`config.mk`:
```
export PLATFORM = sky130hd
export DESIGN_NAME = mlu_shifter
export DESIGN_NICKNAME = d
export VERILOG_FILES = /design/src/logic/datapath_pkg.sv /design/src/logic/mlu_shifter.sv
export VERILOG_INCLUDE_DIRS = /design/src /design/src/logic
export SDC_FILE = /design/constraint.sdc
export NUM_CORES = 1
export LEC_CHECK = 0
export BUFFER_PORTS_ARGS = -buffer_cell sky130_fd_sc_hd__clkbuf_2
export CAP_MARGIN = 20
export CORE_MARGIN = 2
export CORE_UTILIZATION = 56
export DETAILED_ROUTE_END_ITERATION = 16
export PLACE_DENSITY_LB_ADDON = 0.05
export SLEW_MARGIN = 20
export SYNTH_ARGS = -nofsm -noshare
export SYNTH_HDL_FRONTEND = slang
export SYNTH_SLANG_ARGS = --single-unit
```
`constraint.sdc`:
```
create_clock -name vclk -period 3.55
set_input_delay 0.1775 -clock vclk [all_inputs]
set_output_delay 0.1775 -clock vclk [all_outputs]
set_load 0.01 [all_outputs]
```
`src/logic/cpu_settings.svh`:
```
`ifndef CPU_SETTINGS_SVH
`define CPU_SETTINGS_SVH

// Datapath bus width
`define CPU_DATA_W 8

// Opcode register and micro-op step counter widths
`define CPU_OPCODE_W 6
`define CPU_STEP_W 5

// Microcode address is condition bit, opcode, step
`define CPU_UADDR_W 12
`define CPU_UWORD_W 32

// APB word address width, one bit above the store
`define CPU_PADDR_W 13

// Boot control register sits just past the last microword
`define CPU_BOOT_ADDR 13'h1000

`endif

```
`src/logic/datapath_pkg.sv`:
```
`include "cpu_settings.svh"

package datapath_pkg;

  // One byte on the shared bus
  typedef logic [`CPU_DATA_W-1:0] data_t;

  // Math/logic unit operations
  typedef enum logic [3:0] {
    mlu_add    = 4'd0,
    mlu_sub    = 4'd1,
    mlu_and    = 4'd2,
    mlu_or     = 4'd3,
    mlu_xor    = 4'd4,
    mlu_pass_a = 4'd5,
    mlu_not_a  = 4'd6
  } mlu_op_t;

  // Single-bit shifter modes, applied to tmp0
  typedef enum logic [1:0] {
    shift_pass   = 2'd0,
    shift_left   = 2'd1,
    shift_right  = 2'd2,
    shift_rotate = 2'd3
  } shift_mode_t;

  // Flags describe the MLU result only
  typedef struct packed {
    logic zero;
    logic carry;
    logic negative;
  } flags_t;

endpackage

```
`src/logic/mlu_shifter.sv`:
```
`include "cpu_settings.svh"

module mlu_shifter (
  input  datapath_pkg::data_t       a,
  input  datapath_pkg::data_t       b,
  input  datapath_pkg::mlu_op_t     op,
  input  datapath_pkg::shift_mode_t shift_mode,
  input  logic                      shift_arith,
  output datapath_pkg::data_t       mlu_result,
  output datapath_pkg::data_t       shift_result,
  output datapath_pkg::flags_t      flags
);
  import datapath_pkg::*;

  // One extra bit on top catches carry or borrow
  logic [`CPU_DATA_W:0] wide;

  always_comb begin
    case (op)
      mlu_add:    wide = {1'b0, a} + {1'b0, b};
      // Top bit set means a borrow
      mlu_sub:    wide = {1'b0, a} - {1'b0, b};
      mlu_and:    wide = {1'b0, a & b};
      mlu_or:     wide = {1'b0, a | b};
      mlu_xor:    wide = {1'b0, a ^ b};
      mlu_pass_a: wide = {1'b0, a};
      mlu_not_a:  wide = {1'b0, ~a};
      default:    wide = '0;
    endcase
  end

  assign mlu_result = wide[`CPU_DATA_W-1:0];

  always_comb begin
    flags.zero     = mlu_result == '0;
    flags.carry    = wide[`CPU_DATA_W];
    flags.negative = mlu_result[`CPU_DATA_W-1];
  end

  // Shifter works on tmp0 alone
  always_comb begin
    case (shift_mode)
      shift_left:   shift_result = {a[`CPU_DATA_W-2:0], 1'b0};
      // Arithmetic right keeps the sign bit
      shift_right:  shift_result = {shift_arith & a[`CPU_DATA_W-1], a[`CPU_DATA_W-1:1]};
      // Rotate left, old bit 7 wraps into bit 0
      shift_rotate: shift_result = {a[`CPU_DATA_W-2:0], a[`CPU_DATA_W-1]};
      default:      shift_result = a;
    endcase
  end

endmodule

```
==> metrics.cfg <==
[run_status]
status=complete, no violations

[timing]
max_freq_mhz=301
tightest_slew_ns=0.616
drv_slew=0
setup_viol=0
holdWs_ns=0.704
tns_ns=0
finalHoldViolCount=0
grt_setup_unrepaired=no
period_share=0.937
min_period_ns=3.33
slew_headroom=0.584

[die]
start_util=0.582
coreArea_mm2=0.00245
io_pins=42
die_w_um=54.5
dieArea_mm2=0.00297
die_y_um=54.5
rows=18

[worst_setup_path]
endpoint_kind=output port
worstPathRequired_ns=3.37
timing.critical_path.buf_inv=2
critical_path.slowest_cell=fa_1
cp_cell_sequence=clkbuf_2, nor3_1, and2_1, mux2_2, fa_1, and2b_1, nor3_1, a221o_1, or3_1, nor3_2, nor4b_2, clkbuf_2
startpoint=op[2]
max_stage_delay_ns=0.41
cpLargestDelayFamily=simple AND/OR/NAND/NOR gates
cp.arrival_ns=3.15
critical_path_class=in -> out
worstSetupEndpoint=flags[2]
cp.depth=12
cp-start-kind=input port
worstPathMaxFanout=11

[power_and_ir_drop]
leakage_uw=0.000843
power.density_mw_per_mm2=154
power.total_uw=252
worst_ir_drop_vdd_mv=0.111

[flow_run]
max_cap_viol_count=0

[global_route]
antenna_found_initial=0
top_usage_layer=met2
grt-ovfl-total=0
grt_pass1_vias=1364
grt_max_degree=33
grt_pass1_wl_mm=6.09
grtUsageMet2=0.486
grt_usage=0.276
met3_usage=0.0219
met1_usage=0.366

[synthesis]
synth-seq-area-share=0
synth_fp_nets=256
yosys_warnings=0
syn-cell-area_mm2=0.00143
syn_inst=207
avgSynthCellArea_um2=6.90
synth_cell_types=43

[routing]
wire_per_inst_um=14.7
detail_route.first_pass.iterations=4
wl_mm=4.00
vias=1604
drc_errors=0
viasPerCell=5.90
first_iter_violations=35
ant_nets=0

[layout]
area_growth_pct=14.4
seq_cells=0
seq_area_um2=0
drive_above_1_share=0.211
clkbuf_count=0
diodes=0
nets=293
fill_cells=243
multiInputGateArea_mm2=0.00129

[placement]
dpl.hpwl_mm=3.23
io_buffers=42
routabilityCongestion=0.902

[cts]
postCtsSetupRepairBufs=0
cts_resized=0
hold_buffers=0

[min_path]
hold_path.class=in -> out

==> Yosys cell counts, types with 4 or more instances <==
master / number / share of area
ha_1: 25 / 0.22
inv_1: 19 / 0.050
o21ai_0: 19 / 0.067
nand2_1: 16 / 0.042
nor2_1: 15 / 0.039
nor3_1: 13 / 0.046
mux2i_1: 10 / 0.070
a21oi_1: 8 / 0.028
o211ai_1: 6 / 0.032
xnor2_1: 6 / 0.037
a31oi_1: 4 / 0.018
nor2b_1: 4 / 0.018
nor3b_1: 4 / 0.021
o21a_1: 4 / 0.021
==> metal layers <==
metal	wire length [um]	share of wire
met3	248	0.062
met4	57	0.014
met2	1880	0.47
met5	0	0
met1	1810	0.45
==> metrics by stage <==
stage	instances	cell area, um^2	setup WS (ns)	util
4_1_cts	272	1640	0.260	0.666
2_1_floorplan	207	1430	0.366	-
6_report	272	1640	0.222	0.666
3_5_place_dp	272	1640	0.270	0.666
3_3_place_gp	272	1640	0.367	0.666
5_1_grt	272	1640	0.145	0.666
==> kinds of logic after synthesis <==
family                   count (synthesis)  synth area share
AO/OA/AOI/OAI                           54             0.241
XOR/XNOR                                 8            0.0490
adder cells (fa/ha/maj)                 26             0.233
buffers and inverters                   30            0.0998
multiplexers                            11            0.0779
AND/OR/NAND/NOR                         78             0.299
==> cells in the final DEF, fill, tap and decap left out, types with 4 or more instances in the layout <==
cell / n
a21oi_1: 8
a31oi_1: 4
buf_4: 4
clkbuf_2: 42
ha_1: 25
inv_1: 19
mux2i_1: 10
nand2_1: 16
nor2_1: 15
nor2b_1: 4
nor3_1: 13
nor3b_1: 4
o211ai_1: 6
o21a_1: 4
o21ai_0: 19
xnor2_1: 6
==> how the worst min path moves through the flow <==
stage | start | endpoint | slack (ns) | cells after the start
6_report | op[3] | mlu_result[1] | 0.70 | 3
5_1_grt | op[3] | mlu_result[1] | 0.71 | 3
4_1_cts | op[3] | mlu_result[1] | 0.70 | 3
3_5_place_dp | op[3] | mlu_result[1] | 0.70 | 3
3_3_place_gp | op[3] | mlu_result[1] | 0.67 | 3
2_1_floorplan | op[3] | mlu_result[1] | 0.40 | 1
==> worst min-delay path: stages <==
cell,delay [ns]
clkbuf_2,0.13
a31oi_1,0.08
clkbuf_2,0.13
==> where the power goes <==
part / leakage (uW) / total [uW] / internal [uW] / switching, uW
Combinational: 0.000843 / 252 / 107 / 144
Sequential: 0 / 0 / 0 / 0
Clock: 0 / 0 / 0 / 0
==> cell type report <==
| type | instances | area share |
|---|---|---|
| Multi-Input combinational cell | 177 | 0.787 |
| Timing Repair Buffer | 46 | 0.147 |
| Inverter | 19 | 0.0436 |
| Tap cell | 30 | 0.0230 |
Power figures use the tool's default switching activity.
