`src/logic/cpu_settings.svh`:
```
`ifndef CPU_SETTINGS_SVH
`define CPU_SETTINGS_SVH

// Datapath bus width
`define CPU_DATA_W 8

// Opcode register and micro-op step counter widths
`define CPU_OPCODE_W 6
`define CPU_STEP_W 5

// Microcode address is condition bit, opcode, step
`define CPU_UADDR_W 12
`define CPU_UWORD_W 32

// APB word address width, one bit above the store
`define CPU_PADDR_W 13

// Boot control register sits just past the last microword
`define CPU_BOOT_ADDR 13'h1000

`endif

```
`src/logic/datapath_pkg.sv`:
```
`include "cpu_settings.svh"

package datapath_pkg;

  // One byte on the shared bus
  typedef logic [`CPU_DATA_W-1:0] data_t;

  // Math/logic unit operations
  typedef enum logic [3:0] {
    mlu_add    = 4'd0,
    mlu_sub    = 4'd1,
    mlu_and    = 4'd2,
    mlu_or     = 4'd3,
    mlu_xor    = 4'd4,
    mlu_pass_a = 4'd5,
    mlu_not_a  = 4'd6
  } mlu_op_t;

  // Single-bit shifter modes, applied to tmp0
  typedef enum logic [1:0] {
    shift_pass   = 2'd0,
    shift_left   = 2'd1,
    shift_right  = 2'd2,
    shift_rotate = 2'd3
  } shift_mode_t;

  // Flags describe the MLU result only
  typedef struct packed {
    logic zero;
    logic carry;
    logic negative;
  } flags_t;

endpackage

```
`src/logic/bus_register.sv`:
```
module bus_register #(
  parameter type payload_t = datapath_pkg::data_t
) (
  input  logic     n_clk,
  input  logic     n_rst,
  input  logic     load,
  input  payload_t d,
  output payload_t q
);

  // Captures the bus only on strobed edges
  always_ff @(posedge n_clk or negedge n_rst) begin
    if (!n_rst) begin
      q <= '0;
    end else if (load) begin
      q <= d;
    end
  end

endmodule

```
`config.mk`:
```
export PLATFORM = sky130hd
export DESIGN_NAME = bus_register
export DESIGN_NICKNAME = d
export VERILOG_FILES = /design/src/logic/datapath_pkg.sv /design/src/logic/bus_register.sv
export VERILOG_INCLUDE_DIRS = /design/src /design/src/logic
export SDC_FILE = /design/constraint.sdc
export NUM_CORES = 1
export LEC_CHECK = 0
export BUFFER_PORTS_ARGS = -buffer_cell sky130_fd_sc_hd__buf_2
export CORE_AREA = 3 3 40 42
export CTS_CLUSTER_SIZE = 28
export DETAILED_ROUTE_END_ITERATION = 10
export DIE_AREA = 0 0 43 45
export GPL_ROUTABILITY_DRIVEN = 0
export MAX_ROUTING_LAYER = met4
export PLACE_DENSITY = 0.63
export SYNTH_ARGS = -nofsm -noshare
export SYNTH_HDL_FRONTEND = slang
export SYNTH_SLANG_ARGS = --single-unit
```
`constraint.sdc`:
```
create_clock -name n_clk -period 0.8 [get_ports n_clk]
set_input_delay 0.24 -clock n_clk [delete_from_list [all_inputs] [get_ports n_clk]]
set_output_delay 0.24 -clock n_clk [all_outputs]
set_load 0.02 [all_outputs]
```
==> results of run 1 <==
repair_timing:
| item | CTS | global route |
|---|---|---|
| hold buffers | 1 | 0 |
| hold endpoints to repair | 8 | 0 |
| endpoints found under the setup margin | 8 | 14 |
| resized for setup | 17 | 1 |
| setup buffers | 3 | 0 |
| cloned | 0 | 0 |
through the flow:
stage                     hold WS, ns  area, um^2  std cells
after floorplan               -0.0556         342         17
after global placement         0.0847         439         49
after detailed placement       0.0866         439         49
after CTS                       0.214         548         56
after global routing            0.212         552         56
final                           0.216         552         56
power by group through the flow:
stage	logic, mW	registers, mW	clock network (mW)
floorplan	0.0795	0.533	0
global placement	0.204	0.482	0
detailed placement	0.207	0.481	0
CTS	0.285	0.484	0.309
global route	0.300	0.490	0.328
finish	0.284	0.485	0.301
worst max-delay path by stage:
stage          from  slack, ns  cells after the start    to
2_1_floorplan  q[0]      -0.02                      1  q[0]
3_3_place_gp   load      -0.12                      2  q[2]
3_5_place_dp   load      -0.15                      2  q[2]
5_1_grt        q[7]      -0.25                      1  q[7]
4_1_cts        q[2]      -0.24                      1  q[2]
6_report       q[7]      -0.23                      1  q[7]
cell families after synthesis:
| family | count (synthesis) | synth area share [%] |
|---|---|---|
| multiplexers | 8 | 36.2 |
| flip-flops | 8 | 60.4 |
| buffers and inverters | 1 | 3.40 |
cells in the final DEF (no fill, tap or decap):
cell type / Yosys / layout
dfrtp_2: 0 / 8
buf_4: 0 / 1
buf_2: 0 / 10
buf_6: 1 / 10
dlygate4sd3_1: 0 / 1
clkbuf_4: 0 / 3
mux2_4: 8 / 8
metal layers:
metal	routed length, um	up-vias
met2	245	15
met5	0	-
met3	68	0
li1	-	106
met4	0	0
met1	322	108
final cells by class:
class                   instances  area (um^2)
clock buffers                   3         22.5
fillers                       120          733
multi-input cells               8          120
flip-flops and latches          8          210
well taps                      15         18.8
repair buffers                 22          180
==> flow_summary.json, run 1 <==
{
  "fin_crit_ns": 1.03,
  "synth_edf_count": 0,
  "cts.clk_slew.worst_paths_ns": 0.05,
  "crit_required_ns": 0.56,
  "slew-limit-headroom_pct": 82.8,
  "synth_ff_type": "dfrtp_1",
  "ant_nets": 0,
  "regToRegStartpoint": "q[6]",
  "final-hold-violation-count": 0,
  "intPower_uw": 803,
  "avgRoutedWirePerCell_um": 11.4,
  "start_util_pct": 25.8,
  "synth.net_count": 28,
  "clockPowerShare_pct": 28.1,
  "swShare_pct": 24.9,
  "num_rows": 13,
  "core-area_um2": 1280,
  "grt-ovfl-total": 0,
  "yosys-top-cells-count": "8 x dfrtp_1, 8 x mux2_4, 1 x buf_6",
  "synthArstFlopShare_pct": 100,
  "setup_viol": 11,
  "drive_gt1_share_pct": 97.6,
  "tightest_slew_ns": 0.258,
  "grt_pass1_vias": 224,
  "crit_family": "flip-flops",
  "cts.sinks": 8,
  "crit_buf_inv": 1,
  "max-vdd-ir-drop_mv": 0.834,
  "cts.htree.levels": 1,
  "drc": 0,
  "critical-path-max-stage-delay_ns": 0.41,
  "final-max-slew-violation-count": 0,
  "ios": 19,
  "top_usage_layer": "met1",
  "dieArea_um2": 1940,
  "grt_usage_pct": 7.73,
  "hold_class": "input port to flip-flop",
  "syn_inst": 17,
  "setup_ws_ns": -0.234,
  "die_y_um": 45,
  "cts_tree": "built",
  "power.share.combinational_pct": 26.5,
  "die_w_um": 43,
  "cts_inserted_buffers": 3,
  "violations": "setup timing",
  "critPathSlowestCell": "dfrtp_2",
  "yosysWarnings": 0,
  "drtIter0Drc": 1,
  "maxCapViolations": 0,
  "clock_skew_ns": 0,
  "p_leak_nw": 0.274,
  "pre_cts_slack_ns": -0.147,
  "ys_seq_area_share_pct": 60.4,
  "finalNetCount": 54,
  "root_buffer": "clkbuf_4",
  "hold_path_depth": 2,
  "power.total_mw": 1.07,
  "syn_area_per_cell_um2": 19.5,
  "dr_total_vias": 229,
  "crit_path_start_kind": "flip-flop",
  "antenna_found_initial": 0,
  "largest_reg_flops": 8,
  "synth_area_um2": 332,
  "antennaDiodeCount": 0,
  "synth-seq-cells": 8,
  "worstPathCellList": "buf_6",
  "rsz0062_at_grt": "yes",
  "yosys.area.top_type": "dfrtp_1",
  "p_per_area_nw_per_um2": 1940,
  "grt_use_met2_pct": 8.08,
  "outcome": "complete, but fails checks",
  "post-route-period-util_pct": 129,
  "critPathMaxFanout": 2,
  "area_growth_syn_to_layout_pct": 66.4,
  "seqPwrFrac_pct": 45.3,
  "setup_tns_ns": -2.09,
  "min_from": "d[7]",
  "met1_usage_pct": 10.3,
  "critical_path_class": "flip-flop to output pin",
  "met3_usage_pct": 3.59,
  "ys_types": 3,
  "reg2regPathDepth": 2,
  "min_to": "q[7]",
  "regToRegSetupSlack_ns": -0.10,
  "vias_per_cell": 4.09,
  "grt_max_degree": 9,
  "top_regs": "q (8)",
  "regMostFlops": "q",
  "cp-end-kind": "output pin",
  "first_pass_iters": 2,
  "grt_pass1_wl_um": 972,
  "port_buffers": 18,
  "clk_latency_ns": 0.25,
  "r2r-end": "q[6]",
  "fmax_ghz": 0.967,
  "yosysTopAreaCellShare_pct": 60.4,
  "cts_buffer_depth": 2,
  "fin_util_pct": 42.9,
  "p_sw_uw": 267,
  "synth_area_leaders": "dfrtp_1 60%, mux2_4 36%, buf_6 3.4%",
  "drt-total-wl_um": 636,
  "cp.arrival_ns": 0.79
}
Power figures use the tool's default switching activity.
==> run 2: changes to the inputs <==
--- a/config.mk
+++ b/config.mk
@@ -13,7 +13,7 @@
 export DIE_AREA = 0 0 43 45
 export GPL_ROUTABILITY_DRIVEN = 0
 export MAX_ROUTING_LAYER = met4
-export PLACE_DENSITY = 0.63
+export PLACE_DENSITY = 0.53
 export SYNTH_ARGS = -nofsm -noshare
 export SYNTH_HDL_FRONTEND = slang
 export SYNTH_SLANG_ARGS = --single-unit
==> flow_summary.json, run 2 (same netlist as run 1, synthesis figures left out) <==
{
  "outcome": "complete, but fails checks",
  "violations": "setup timing",
  "cts.clk_slew.worst_paths_ns": 0.06,
  "drt-total-wl_um": 723,
  "cts_tree": "built",
  "port_buffers": 18,
  "grt_pass1_vias": 231,
  "avgRoutedWirePerCell_um": 13.1,
  "p_per_area_nw_per_um2": 1990,
  "cts_buffer_depth": 2,
  "final-max-slew-violation-count": 0,
  "dr_total_vias": 228,
  "p_leak_nw": 0.267,
  "cts.sinks": 8,
  "worstPathCellList": "buf_6",
  "critical_path_class": "flip-flop to output pin",
  "vias_per_cell": 4.15,
  "first_pass_iters": 3,
  "critical-path-max-stage-delay_ns": 0.41,
  "cts.htree.levels": 1,
  "core-area_um2": 1280,
  "ios": 19,
  "finalNetCount": 53,
  "final_area_um2": 537,
  "placed_area_um2": 439,
  "cp-end-kind": "output pin",
  "place_inst": 49,
  "critPathSlowestCell": "dfrtp_2",
  "grt_usage_pct": 9.45,
  "setup_viol": 10,
  "largest_reg_flops": 8,
  "start_util_pct": 25.8,
  "path_depth": 1,
  "instances_no_fill": 55,
  "fin_util_pct": 41.8,
  "num_rows": 13,
  "reg2regPathDepth": 2,
  "maxCapViolations": 0,
  "final-hold-violation-count": 0,
  "dieArea_um2": 1940,
  "die_w_um": 43,
  "tightest_slew_ns": 0.271,
  "top_regs": "q (8)",
  "fin_hold_ws_ns": 0.208,
  "mostFrequentLayoutCell": "buf_2",
  "max-vdd-ir-drop_mv": 0.611,
  "crit_path_start_kind": "flip-flop",
  "regMostFlops": "q",
  "setup_ws_ns": -0.238,
  "antenna_found_initial": 0,
  "clock_skew_ns": 0,
  "crit_family": "flip-flops",
  "fin_crit_ns": 1.04,
  "hold_class": "input port to flip-flop",
  "crit_required_ns": 0.56,
  "fmax_ghz": 0.964,
  "root_buffer": "clkbuf_4",
  "setup_tns_ns": -2.06,
  "antennaDiodeCount": 0,
  "die_y_um": 45,
  "critPathMaxFanout": 2,
  "cp.arrival_ns": 0.80,
  "grt_max_degree": 9,
  "grt_pass1_wl_mm": 1.15,
  "crit_buf_inv": 1,
  "pre_cts_slack_ns": -0.164,
  "area_growth_syn_to_layout_pct": 61.9,
  "layout_common_cells": "10 x buf_2, 8 x mux2_4, 8 x buf_6, 8 x dfrtp_2, 3 x clkbuf_4",
  "ant_nets": 0,
  "power.total_mw": 1.07,
  "clk_latency_ns": 0.26,
  "cts_inserted_buffers": 3,
  "slew-limit-headroom_pct": 81.9,
  "rsz0062_at_grt": "yes",
  "post-route-period-util_pct": 130,
  "drive_gt1_share_pct": 97.5,
  "grt-ovfl-total": 0,
  "drtIter0Drc": 1,
  "drc": 0,
  "hold_path_depth": 2
}
## run 2: layer usage
metal	share of wire, %	track usage [%]
met1	43	10.7
met3	7.3	2.39
met2	48	13.5
met5	0	-
met4	2.2	9.04
## run 2: where the power goes
group	leakage [nW]	switching, mW	internal, mW
clock	0.0138	0.142	0.172
combinational	0.167	0.105	0.167
sequential	0.0855	0.0307	0.453
## run 2: path summary, 6_finish.rpt
path                        from   end  slack (ns)
max                         q[1]  q[1]       -0.24
min reg2reg                 q[3]  q[3]        0.53
min                         d[0]  q[0]        0.21
min in group asynchronous  n_rst  q[1]        0.35
max in group asynchronous  n_rst  q[4]        0.26
max reg2reg                 q[5]  q[5]       -0.12
## run 2: layout make-up
type / count / area, um^2
Timing Repair Buffer: 21 / 165
Sequential cell: 8 / 210
Multi-Input combinational cell: 8 / 120
Clock buffer: 3 / 22.5
Fill cell: 127 / 748
Tap cell: 15 / 18.8
## run 2: repair_timing
action,CTS,global route
setup buffers,2,0
hold buffers,1,0
gates resized for setup,16,0
endpoints found under the setup margin,8,12
endpoints found under the hold margin,8,0
