<file path="src/logic/cpu_settings.svh">
`ifndef CPU_SETTINGS_SVH
`define CPU_SETTINGS_SVH

// Datapath bus width
`define CPU_DATA_W 8

// Opcode register and micro-op step counter widths
`define CPU_OPCODE_W 6
`define CPU_STEP_W 5

// Microcode address is condition bit, opcode, step
`define CPU_UADDR_W 12
`define CPU_UWORD_W 32

// APB word address width, one bit above the store
`define CPU_PADDR_W 13

// Boot control register sits just past the last microword
`define CPU_BOOT_ADDR 13'h1000

`endif

</file>
<file path="src/logic/datapath_pkg.sv">
`include "cpu_settings.svh"

package datapath_pkg;

  // One byte on the shared bus
  typedef logic [`CPU_DATA_W-1:0] data_t;

  // Math/logic unit operations
  typedef enum logic [3:0] {
    mlu_add    = 4'd0,
    mlu_sub    = 4'd1,
    mlu_and    = 4'd2,
    mlu_or     = 4'd3,
    mlu_xor    = 4'd4,
    mlu_pass_a = 4'd5,
    mlu_not_a  = 4'd6
  } mlu_op_t;

  // Single-bit shifter modes, applied to tmp0
  typedef enum logic [1:0] {
    shift_pass   = 2'd0,
    shift_left   = 2'd1,
    shift_right  = 2'd2,
    shift_rotate = 2'd3
  } shift_mode_t;

  // Flags describe the MLU result only
  typedef struct packed {
    logic zero;
    logic carry;
    logic negative;
  } flags_t;

endpackage

</file>
<file path="src/logic/ctrl_pkg.sv">
`include "cpu_settings.svh"

package ctrl_pkg;
  import datapath_pkg::*;

  typedef logic [`CPU_OPCODE_W-1:0] opcode_t;
  typedef logic [`CPU_STEP_W-1:0] step_t;

  // In plane, who captures the bus on the next edge
  typedef enum logic [2:0] {
    in_none    = 3'd0,
    in_tmp0    = 3'd1,
    in_tmp1    = 3'd2,
    in_opcode  = 3'd3,
    in_ext_out = 3'd4
  } in_plane_t;

  // Out plane, who drives the bus
  typedef enum logic [3:0] {
    out_none      = 4'd0,
    out_tmp0      = 4'd1,
    out_tmp1      = 4'd2,
    out_mlu       = 4'd3,
    out_shifter   = 4'd4,
    out_ctrl_data = 4'd5,
    out_ext_in    = 4'd6
  } out_plane_t;

  // Housekeeping actions
  typedef enum logic [1:0] {
    misc_none           = 2'd0,
    misc_step_reset     = 2'd1,
    misc_set_int_enable = 2'd2
  } misc_plane_t;

  // Condition bit feeding the top of the microcode address
  typedef enum logic [1:0] {
    cond_zero      = 2'd0,
    cond_carry     = 2'd1,
    cond_negative  = 2'd2,
    cond_interrupt = 2'd3
  } cond_sel_t;

  // Whatever is left of the word after the defined fields
  localparam int uword_spare_w = `CPU_UWORD_W - `CPU_DATA_W - $bits(out_plane_t)
                                 - $bits(in_plane_t) - $bits(misc_plane_t) - $bits(mlu_op_t)
                                 - $bits(shift_mode_t) - 1 - $bits(cond_sel_t);

  // ctrl_data in the top byte, spare bits at the bottom
  typedef struct packed {
    logic [`CPU_DATA_W-1:0]   ctrl_data;
    out_plane_t               out_plane;
    in_plane_t                in_plane;
    misc_plane_t              misc_plane;
    mlu_op_t                  mlu_op;
    shift_mode_t              shift_mode;
    logic                     shift_arith;
    cond_sel_t                cond_sel;
    logic [uword_spare_w-1:0] spare;
  } microword_t;

endpackage

</file>
<file path="src/logic/bus_register.sv">
module bus_register #(
  parameter type payload_t = datapath_pkg::data_t
) (
  input  logic     n_clk,
  input  logic     n_rst,
  input  logic     load,
  input  payload_t d,
  output payload_t q
);

  // Captures the bus only on strobed edges
  always_ff @(posedge n_clk or negedge n_rst) begin
    if (!n_rst) begin
      q <= '0;
    end else if (load) begin
      q <= d;
    end
  end

endmodule

</file>
<file path="src/logic/control_logic.sv">
`include "cpu_settings.svh"

module control_logic (
  input  logic                      n_clk,
  input  logic                      n_rst,
  input  logic                      booted,
  input  datapath_pkg::data_t       bus,
  input  datapath_pkg::flags_t      flags,
  input  logic                      irq,
  output logic [`CPU_UADDR_W-1:0]   uaddr,
  input  ctrl_pkg::microword_t      uword,
  output logic                      tmp0_load,
  output logic                      tmp1_load,
  output logic                      ext_out_load,
  output ctrl_pkg::out_plane_t      out_sel,
  output datapath_pkg::mlu_op_t     mlu_op,
  output datapath_pkg::shift_mode_t shift_mode,
  output logic                      shift_arith,
  output datapath_pkg::data_t       ctrl_data
);
  import ctrl_pkg::*;

  microword_t uword_q;
  step_t      step;
  opcode_t    opcode;
  logic       opcode_load;
  logic       irq_pending;
  logic       int_enable;
  logic       cond;
  logic       step_reset;
  logic       set_int_enable;

  // Microword latch held at all-none codes until boot
  always_ff @(posedge n_clk or negedge n_rst) begin
    if (!n_rst) begin
      uword_q <= '0;
    end else if (!booted) begin
      uword_q <= '0;
    end else begin
      uword_q <= uword;
    end
  end

  // Misc plane
  assign step_reset     = uword_q.misc_plane == misc_step_reset;
  assign set_int_enable = uword_q.misc_plane == misc_set_int_enable;

  // Step counter, one micro step per cycle
  always_ff @(posedge n_clk or negedge n_rst) begin
    if (!n_rst) begin
      step <= '0;
    end else if (!booted || step_reset) begin
      step <= '0;
    end else begin
      step <= step + 1'b1;
    end
  end

  // Pending irq sampled every edge; enable written from ctrl_data bit 0
  always_ff @(posedge n_clk or negedge n_rst) begin
    if (!n_rst) begin
      irq_pending <= 1'b0;
      int_enable  <= 1'b0;
    end else begin
      irq_pending <= irq;
      if (set_int_enable) begin
        int_enable <= uword_q.ctrl_data[0];
      end
    end
  end

  // Condition select
  always_comb begin
    case (uword_q.cond_sel)
      cond_zero:     cond = flags.zero;
      cond_carry:    cond = flags.carry;
      cond_negative: cond = flags.negative;
      default:       cond = irq_pending & int_enable;
    endcase
  end

  // Opcode always comes off the bus
  bus_register #(
    .payload_t(opcode_t)
  ) u_opcode (
    .n_clk(n_clk),
    .n_rst(n_rst),
    .load(opcode_load),
    .d(bus[`CPU_OPCODE_W-1:0]),
    .q(opcode)
  );

  assign uaddr = {cond, opcode, step};

  // In plane into one-hot load strobes
  always_comb begin
    tmp0_load    = 1'b0;
    tmp1_load    = 1'b0;
    opcode_load  = 1'b0;
    ext_out_load = 1'b0;
    case (uword_q.in_plane)
      in_tmp0:    tmp0_load = 1'b1;
      in_tmp1:    tmp1_load = 1'b1;
      in_opcode:  opcode_load = 1'b1;
      in_ext_out: ext_out_load = 1'b1;
      default:    ;
    endcase
  end

  // Out plane code goes straight to the bus select
  assign out_sel = uword_q.out_plane;

  // Datapath control fields
  assign mlu_op      = uword_q.mlu_op;
  assign shift_mode  = uword_q.shift_mode;
  assign shift_arith = uword_q.shift_arith;
  assign ctrl_data   = uword_q.ctrl_data;

endmodule

</file>
<file path="config.mk">
export PLATFORM = sky130hd
export DESIGN_NAME = control_logic
export DESIGN_NICKNAME = d
export VERILOG_FILES = /design/src/logic/datapath_pkg.sv /design/src/logic/ctrl_pkg.sv /design/src/logic/bus_register.sv /design/src/logic/control_logic.sv
export VERILOG_INCLUDE_DIRS = /design/src /design/src/logic
export SDC_FILE = /design/constraint.sdc
export NUM_CORES = 1
export LEC_CHECK = 0
export ABC_AREA = 1
export BUFFER_PORTS_ARGS = -buffer_cell sky130_fd_sc_hd__buf_2
export CORE_ASPECT_RATIO = 0.9
export CORE_MARGIN = 2
export CORE_UTILIZATION = 47
export CTS_BUF_LIST = sky130_fd_sc_hd__clkbuf_4 sky130_fd_sc_hd__clkbuf_8
export DETAILED_ROUTE_END_ITERATION = 6
export PLACE_DENSITY = 0.85
export SYNTH_ARGS = -nofsm -noshare
export SYNTH_HDL_FRONTEND = slang
export SYNTH_HIERARCHICAL = 1
export SYNTH_SLANG_ARGS = --single-unit
</file>
<file path="constraint.sdc">
create_clock -name n_clk -period 1.95 [get_ports n_clk]
set_clock_uncertainty 0.15 [all_clocks]
set_input_delay 0.2925 -clock n_clk [delete_from_list [all_inputs] [get_ports n_clk]]
set_output_delay 0.2925 -clock n_clk [all_outputs]
set_load 0.01 [all_outputs]
</file>
==> flow_summary.toml, run 1 <==
[outcome]
outcome = "finished clean"

[layout]
final_common_cell = "buf_2"
final_util = 0.605
drive_gt1_frac = 0.366
syn_to_final_growth_pct = 25.6
num_antenna_cells = 0
final_cell_mix = "buf_2, nand2_1, dfrtp_1, inv_1, nor2_1"
nets = 285

[clock_tree]
cts_resized = 0
root_buffer = "clkbuf_8"
ctsLongestPathBuffers = 2
cts_buffers = 5
h-tree-depth = 2
cts_tree = "yes"
path_clk_slew_ns = 0.07
clock-sinks = 39
insertion_delay_ns = 0.28

[worst_setup_path]
required_ns = 1.51
path_common_cell = "nand2_1"
critPathMaxFanout = 3
worst-path-stages = 5
critPathLaunch = "uword_q[6]"
slowest_stage = "dfrtp_1"
slowest_delay_ns = 0.37
r2r-start = "uword_q[19]"
crit_type = "reg -> out"
crit_buf_inv = 2
cp-start-kind = "register"
crit_family = "flip-flops"
endpoint_kind = "primary output"
path_cells = "inv_1 > or2_0 > nand2_1 > nand2_1 > buf_2"
r2r_cells = 5
cp-endpoint = "uaddr[11]"
r2r_slack_ns = 0.72
regToRegEndpoint = "u_opcode/q[3]"
arrival_ns = 1.14

[global_routing]
antenna_found_initial = 0
grt_pass1_wl_microns = 4240
grt_max_degree = 30
first_global_vias = 1037
grt_usage = 0.151
grt_overflow = 0

[detailed_routing]
drtIter0Drc = 62
drc_errors = 0
routedWlPerCell_microns = 8.98
dr.pass1.iters = 4
avgViaCountPerCell = 4.01
wl_microns = 2530
ant_nets = 0
vias = 1132

[worst_hold_path]
hp-class = "in -> reg"

[power_and_ir_drop]
power_leakage_nw = 1.31
ir_drop_mv = 0.555
fin_total_pwr_mw = 1.77
power_density_nw_per_um2 = 881

[yosys]
syn-cell-area_sq_um = 1600
synthTopCellsByArea = "dfrtp_1, nand2_1, buf_4"
synth_top_area_cell = "dfrtp_1"
syn-mean-instance-area_sq_um = 9.16
synth-seq-cells = 39
syn_nets = 223
ys_warn_count = 6
yosys.cell_types.count = 14
synthCells = 175
yosysTopAreaCellShare = 0.609
ys_seq_area_frac = 0.609

[sta]
finalCritPeriodShare = 0.811
setup_violations = 0
slew_viol_final = 0
slew_headroom = 0.587
clock.fmax_mhz = 632
worst_slew_pin_slew_ns = 0.620
tns_ns = 0
layout_min_cycle_time_ns = 1.58
hold_viol = 0
rsz0062_at_grt = "no"

[floorplanning]
coreArea_sq_um = 3330
die_h_microns = 59.4
io_pins = 81
die_x_microns = 65.6
start_util = 0.482
die_area_sq_um = 3890
rows = 20

[placement]
place_hpwl_microns = 1950
portBuffers = 72
gp_congestion = 0.694

[flow_run]
cap_violations = 0
-- metrics by stage --
stage | hold slack, ns | worst slack [ns] | std cells | instance area, sq um
final | 0.0430 | 0.368 | 282 | 2010
after global routing | 0.0300 | 0.301 | 282 | 2010
after CTS | 0.0308 | 0.360 | 282 | 2010
after detailed placement | 0.193 | 0.676 | 272 | 1880
after global placement | 0.186 | 0.690 | 272 | 1880
after floorplan | -0.153 | 0.561 | 175 | 1600
-- Yosys cell counts --
master    n
inv_2     3
xnor2_1   1
a21oi_4   1
or2_0     1
nand3_1   4
nand2_1  55
o21ai_0   1
nor3_1    3
inv_1    34
buf_2     2
nor2_1   10
buf_4    20
ha_1      1
dfrtp_1  39
-- layer usage --
layer / GRT usage / vias to the layer above / wire length (microns)
met4: 0.0536 / 0 / 29
li1: - / 600 / -
met3: 0.0894 / 4 / 291
met2: 0.238 / 54 / 1100
met5: 0 / - / 0
met1: 0.172 / 474 / 1110
-- where the power goes --
group / internal [mW] / switching, mW
logic: 0.102 / 0.125
clock network: 0.380 / 0.264
registers: 0.872 / 0.0291
total: 1.36 / 0.418
-- state kept, by name (all words and copies together) (netlist names), 2 cells and up --
| register | cells |
|---|---|
| step | 5 |
| shift_mode | 2 |
| mlu_op | 4 |
| u_opcode/q | 6 |
| uword_q | 7 |
| out_sel | 4 |
| ctrl_data | 8 |
-- kinds of logic after synthesis --
logic type | count (synthesis) | synth area share
buf+inv | 59 | 0.187
flops | 39 | 0.609
simple gates | 73 | 0.178
xor+xnor | 1 | 0.00547
compound gates | 2 | 0.0133
fa+ha+maj | 1 | 0.00781
-- worst min-delay path by stage --
stage	from	endpoint	cells after the start
after floorplan	n_rst	ctrl_data[0]	0
after global placement	n_rst	irq_pending	1
after detailed placement	n_rst	irq_pending	1
after CTS	uword[15]	uword_q[15]	3
after global routing	uword[28]	ctrl_data[4]	3
final	uword[15]	uword_q[15]	3
-- worst min-delay path: cells and delay by family --
family | cells | cell delay (ns)
and+or+nand+nor | 1 | 0.04
buffers and inverters | 2 | 0.11
-- repair_timing --
item,in CTS,in global routing
endpoints found under the hold margin,29,0
buffers inserted,0,0
hold buffers,2,0
setup endpoints to repair,0,0
-- cell type report --
class	count	area [sq um]
timing repair buffer	77	403
sequential	39	976
multi-input combinational	77	328
tap	44	55.1
clock inverter	3	43.8
inverter	37	139
clock buffer	5	68.8
fill	294	1320
(Power assumes the default switching activity.)
==> inputs of run 2 (changes only) <==
Settings changed: CORE_UTILIZATION 47 to 42, PLACE_DENSITY 0.85 to 0.81.
Clock period 1.95 ns to 1.3 ns, I/O delays scaled along.
==> run 2 against run 1 <==
  * The run now ends with setup timing left
  * Final cell count is 12% higher
  * Largest cell class unchanged
  * First-iteration DRC count is 53% lower
  * Register-to-register slack worse by 0.71 ns
  * Highest routed layer unchanged
  * Power is 44% higher
  * Combinational power is 100% higher
==> flow_summary.toml, run 2 (synthesized netlist as in run 1, its figures left out) <==
[outcome]
outcome = "finished, violations left"
failed_checks = "setup timing"

[clock_tree]
cts_tree = "yes"
insertion_delay_ns = 0.27
clock-sinks = 39
cts_buffers = 5
ctsLongestPathBuffers = 2
root_buffer = "clkbuf_8"
h-tree-depth = 2
path_clk_slew_ns = 0.07

[global_routing]
grt_usage = 0.171
antenna_found_initial = 0
grt_overflow = 0
grt_max_degree = 40
grt_pass1_wl_microns = 5830
first_global_vias = 1410

[detailed_routing]
routedWlPerCell_microns = 10.6
dr.pass1.iters = 4
drc_errors = 0
vias = 1301
wl_microns = 3370
ant_nets = 0
drtIter0Drc = 29
avgViaCountPerCell = 4.10

[sta]
layout_min_cycle_time_ns = 1.47
setup_violations = 4
finalCritPeriodShare = 1.13
slew_headroom = 0.863
clock.fmax_mhz = 679
hold_viol = 0
rsz0062_at_grt = "yes"
whs_ns = 0.121
slew_viol_final = 0
setup_slack_ns = -0.173
worst_slew_pin_slew_ns = 0.206

[placement]
place_inst = 275
gp_congestion = 0.738
dp_worst_setup_slack_ns = 0.111
place_hpwl_microns = 2070
portBuffers = 72

[floorplanning]
die_h_microns = 62.6
coreArea_sq_um = 3680
rows = 21
die_area_sq_um = 4330
start_util = 0.436
io_pins = 81
die_x_microns = 69.1

[worst_setup_path]
cp-start-kind = "register"
r2r-start = "uword_q[17]"
regToRegEndpoint = "u_opcode/q[2]"
crit_type = "reg -> out"
slowest_stage = "dfrtp_1"
r2r_cells = 7
required_ns = 0.95
path_cells = "inv_1 > or2_1 > nand2_1 > nand2_1 > buf_2"
arrival_ns = 1.13
path_common_cell = "nand2_1"
endpoint_kind = "primary output"
r2r_slack_ns = 0.01
critPathMaxFanout = 3
slowest_delay_ns = 0.36

[layout]
final_cell_mix = "buf_2, nand2_1, dfrtp_1, dlygate4sd3_1, inv_1"
nets = 320
drive_gt1_frac = 0.380
syn_to_final_growth_pct = 48.6
final_common_cell = "buf_2"
largest_register_ff_count = 8
num_antenna_cells = 0
instances_no_fill = 317

[worst_hold_path]
worstHoldEndpoint = "step[4]"
worstHoldStart = "booted"
hold_depth = 5
hp-class = "in -> reg"

[power_and_ir_drop]
ir_drop_mv = 0.741
seq_power_share = 0.536
clkPwrFrac = 0.284
cellInternalPower_mw = 1.93
comb_power_share = 0.179
p_switching_mw = 0.616
swShare = 0.242
power_leakage_nw = 1.45
power_density_nw_per_um2 = 1070

[flow_run]
cap_violations = 0
-- run 2: power by group through the flow --
stage / registers (mW) / logic [mW] / clock network (mW)
floorplan: 1.40 / 0.175 / 0
global placement: 1.37 / 0.345 / 0
detailed placement: 1.38 / 0.354 / 0
CTS: 1.36 / 0.436 / 0.757
global route: 1.38 / 0.512 / 0.805
finish: 1.37 / 0.457 / 0.724
-- run 2: layer usage --
| metal | vias up | part of all wire | global-route usage | wire [microns] |
|---|---|---|---|---|
| li1 | 672 | - | - | - |
| met1 | 578 | 0.38 | 0.171 | 1300 |
| met2 | 47 | 0.55 | 0.337 | 1860 |
| met3 | 4 | 0.055 | 0.0516 | 186 |
| met4 | 0 | 0.010 | 0.0515 | 35 |
| met5 | - | 0 | 0 | 0 |
-- run 2: worst max-delay path: cells and delay by family, from the launching register on --
kind	cells	cell delay [ns]
buffers and inverters	2	0.19
flip-flops	1	0.36
AND/OR/NAND/NOR	3	0.31
-- run 2: layout make-up --
class	count	area, sq um
flip-flops and latches	39	977
fillers	313	1300
multi-input cells	77	365
well taps	46	57.6
repair buffers	112	762
clock buffers	6	76.3
inverters	37	144
-- run 2: worst max-delay path by stage --
stage / from / to
detailed placement: uword_q[19] / u_opcode/q[5]
global placement: uword_q[19] / u_opcode/q[0]
global route: uword_q[6] / uaddr[11]
floorplan: uword_q[19] / u_opcode/q[0]
CTS: uword_q[6] / uaddr[11]
finish: uword_q[6] / uaddr[11]
-- run 2: through the flow --
step           area, sq um  setup TNS, ns  power (mW)   util
6_report              2380         -0.453        2.55  0.648
4_1_cts               2340         -0.469        2.55  0.637
3_3_place_gp          1910              0        1.72  0.519
5_1_grt               2380          -1.03        2.69  0.648
3_5_place_dp          1910              0        1.73  0.519
2_1_floorplan         1610              0        1.58      -
-- run 2: timing repair --
item,in CTS,in global routing
pin swaps,1,3
hold buffers,34,0
endpoints found under the setup margin,4,11
hold endpoints to repair,72,0
buffers inserted,1,1
resized for setup,4,14
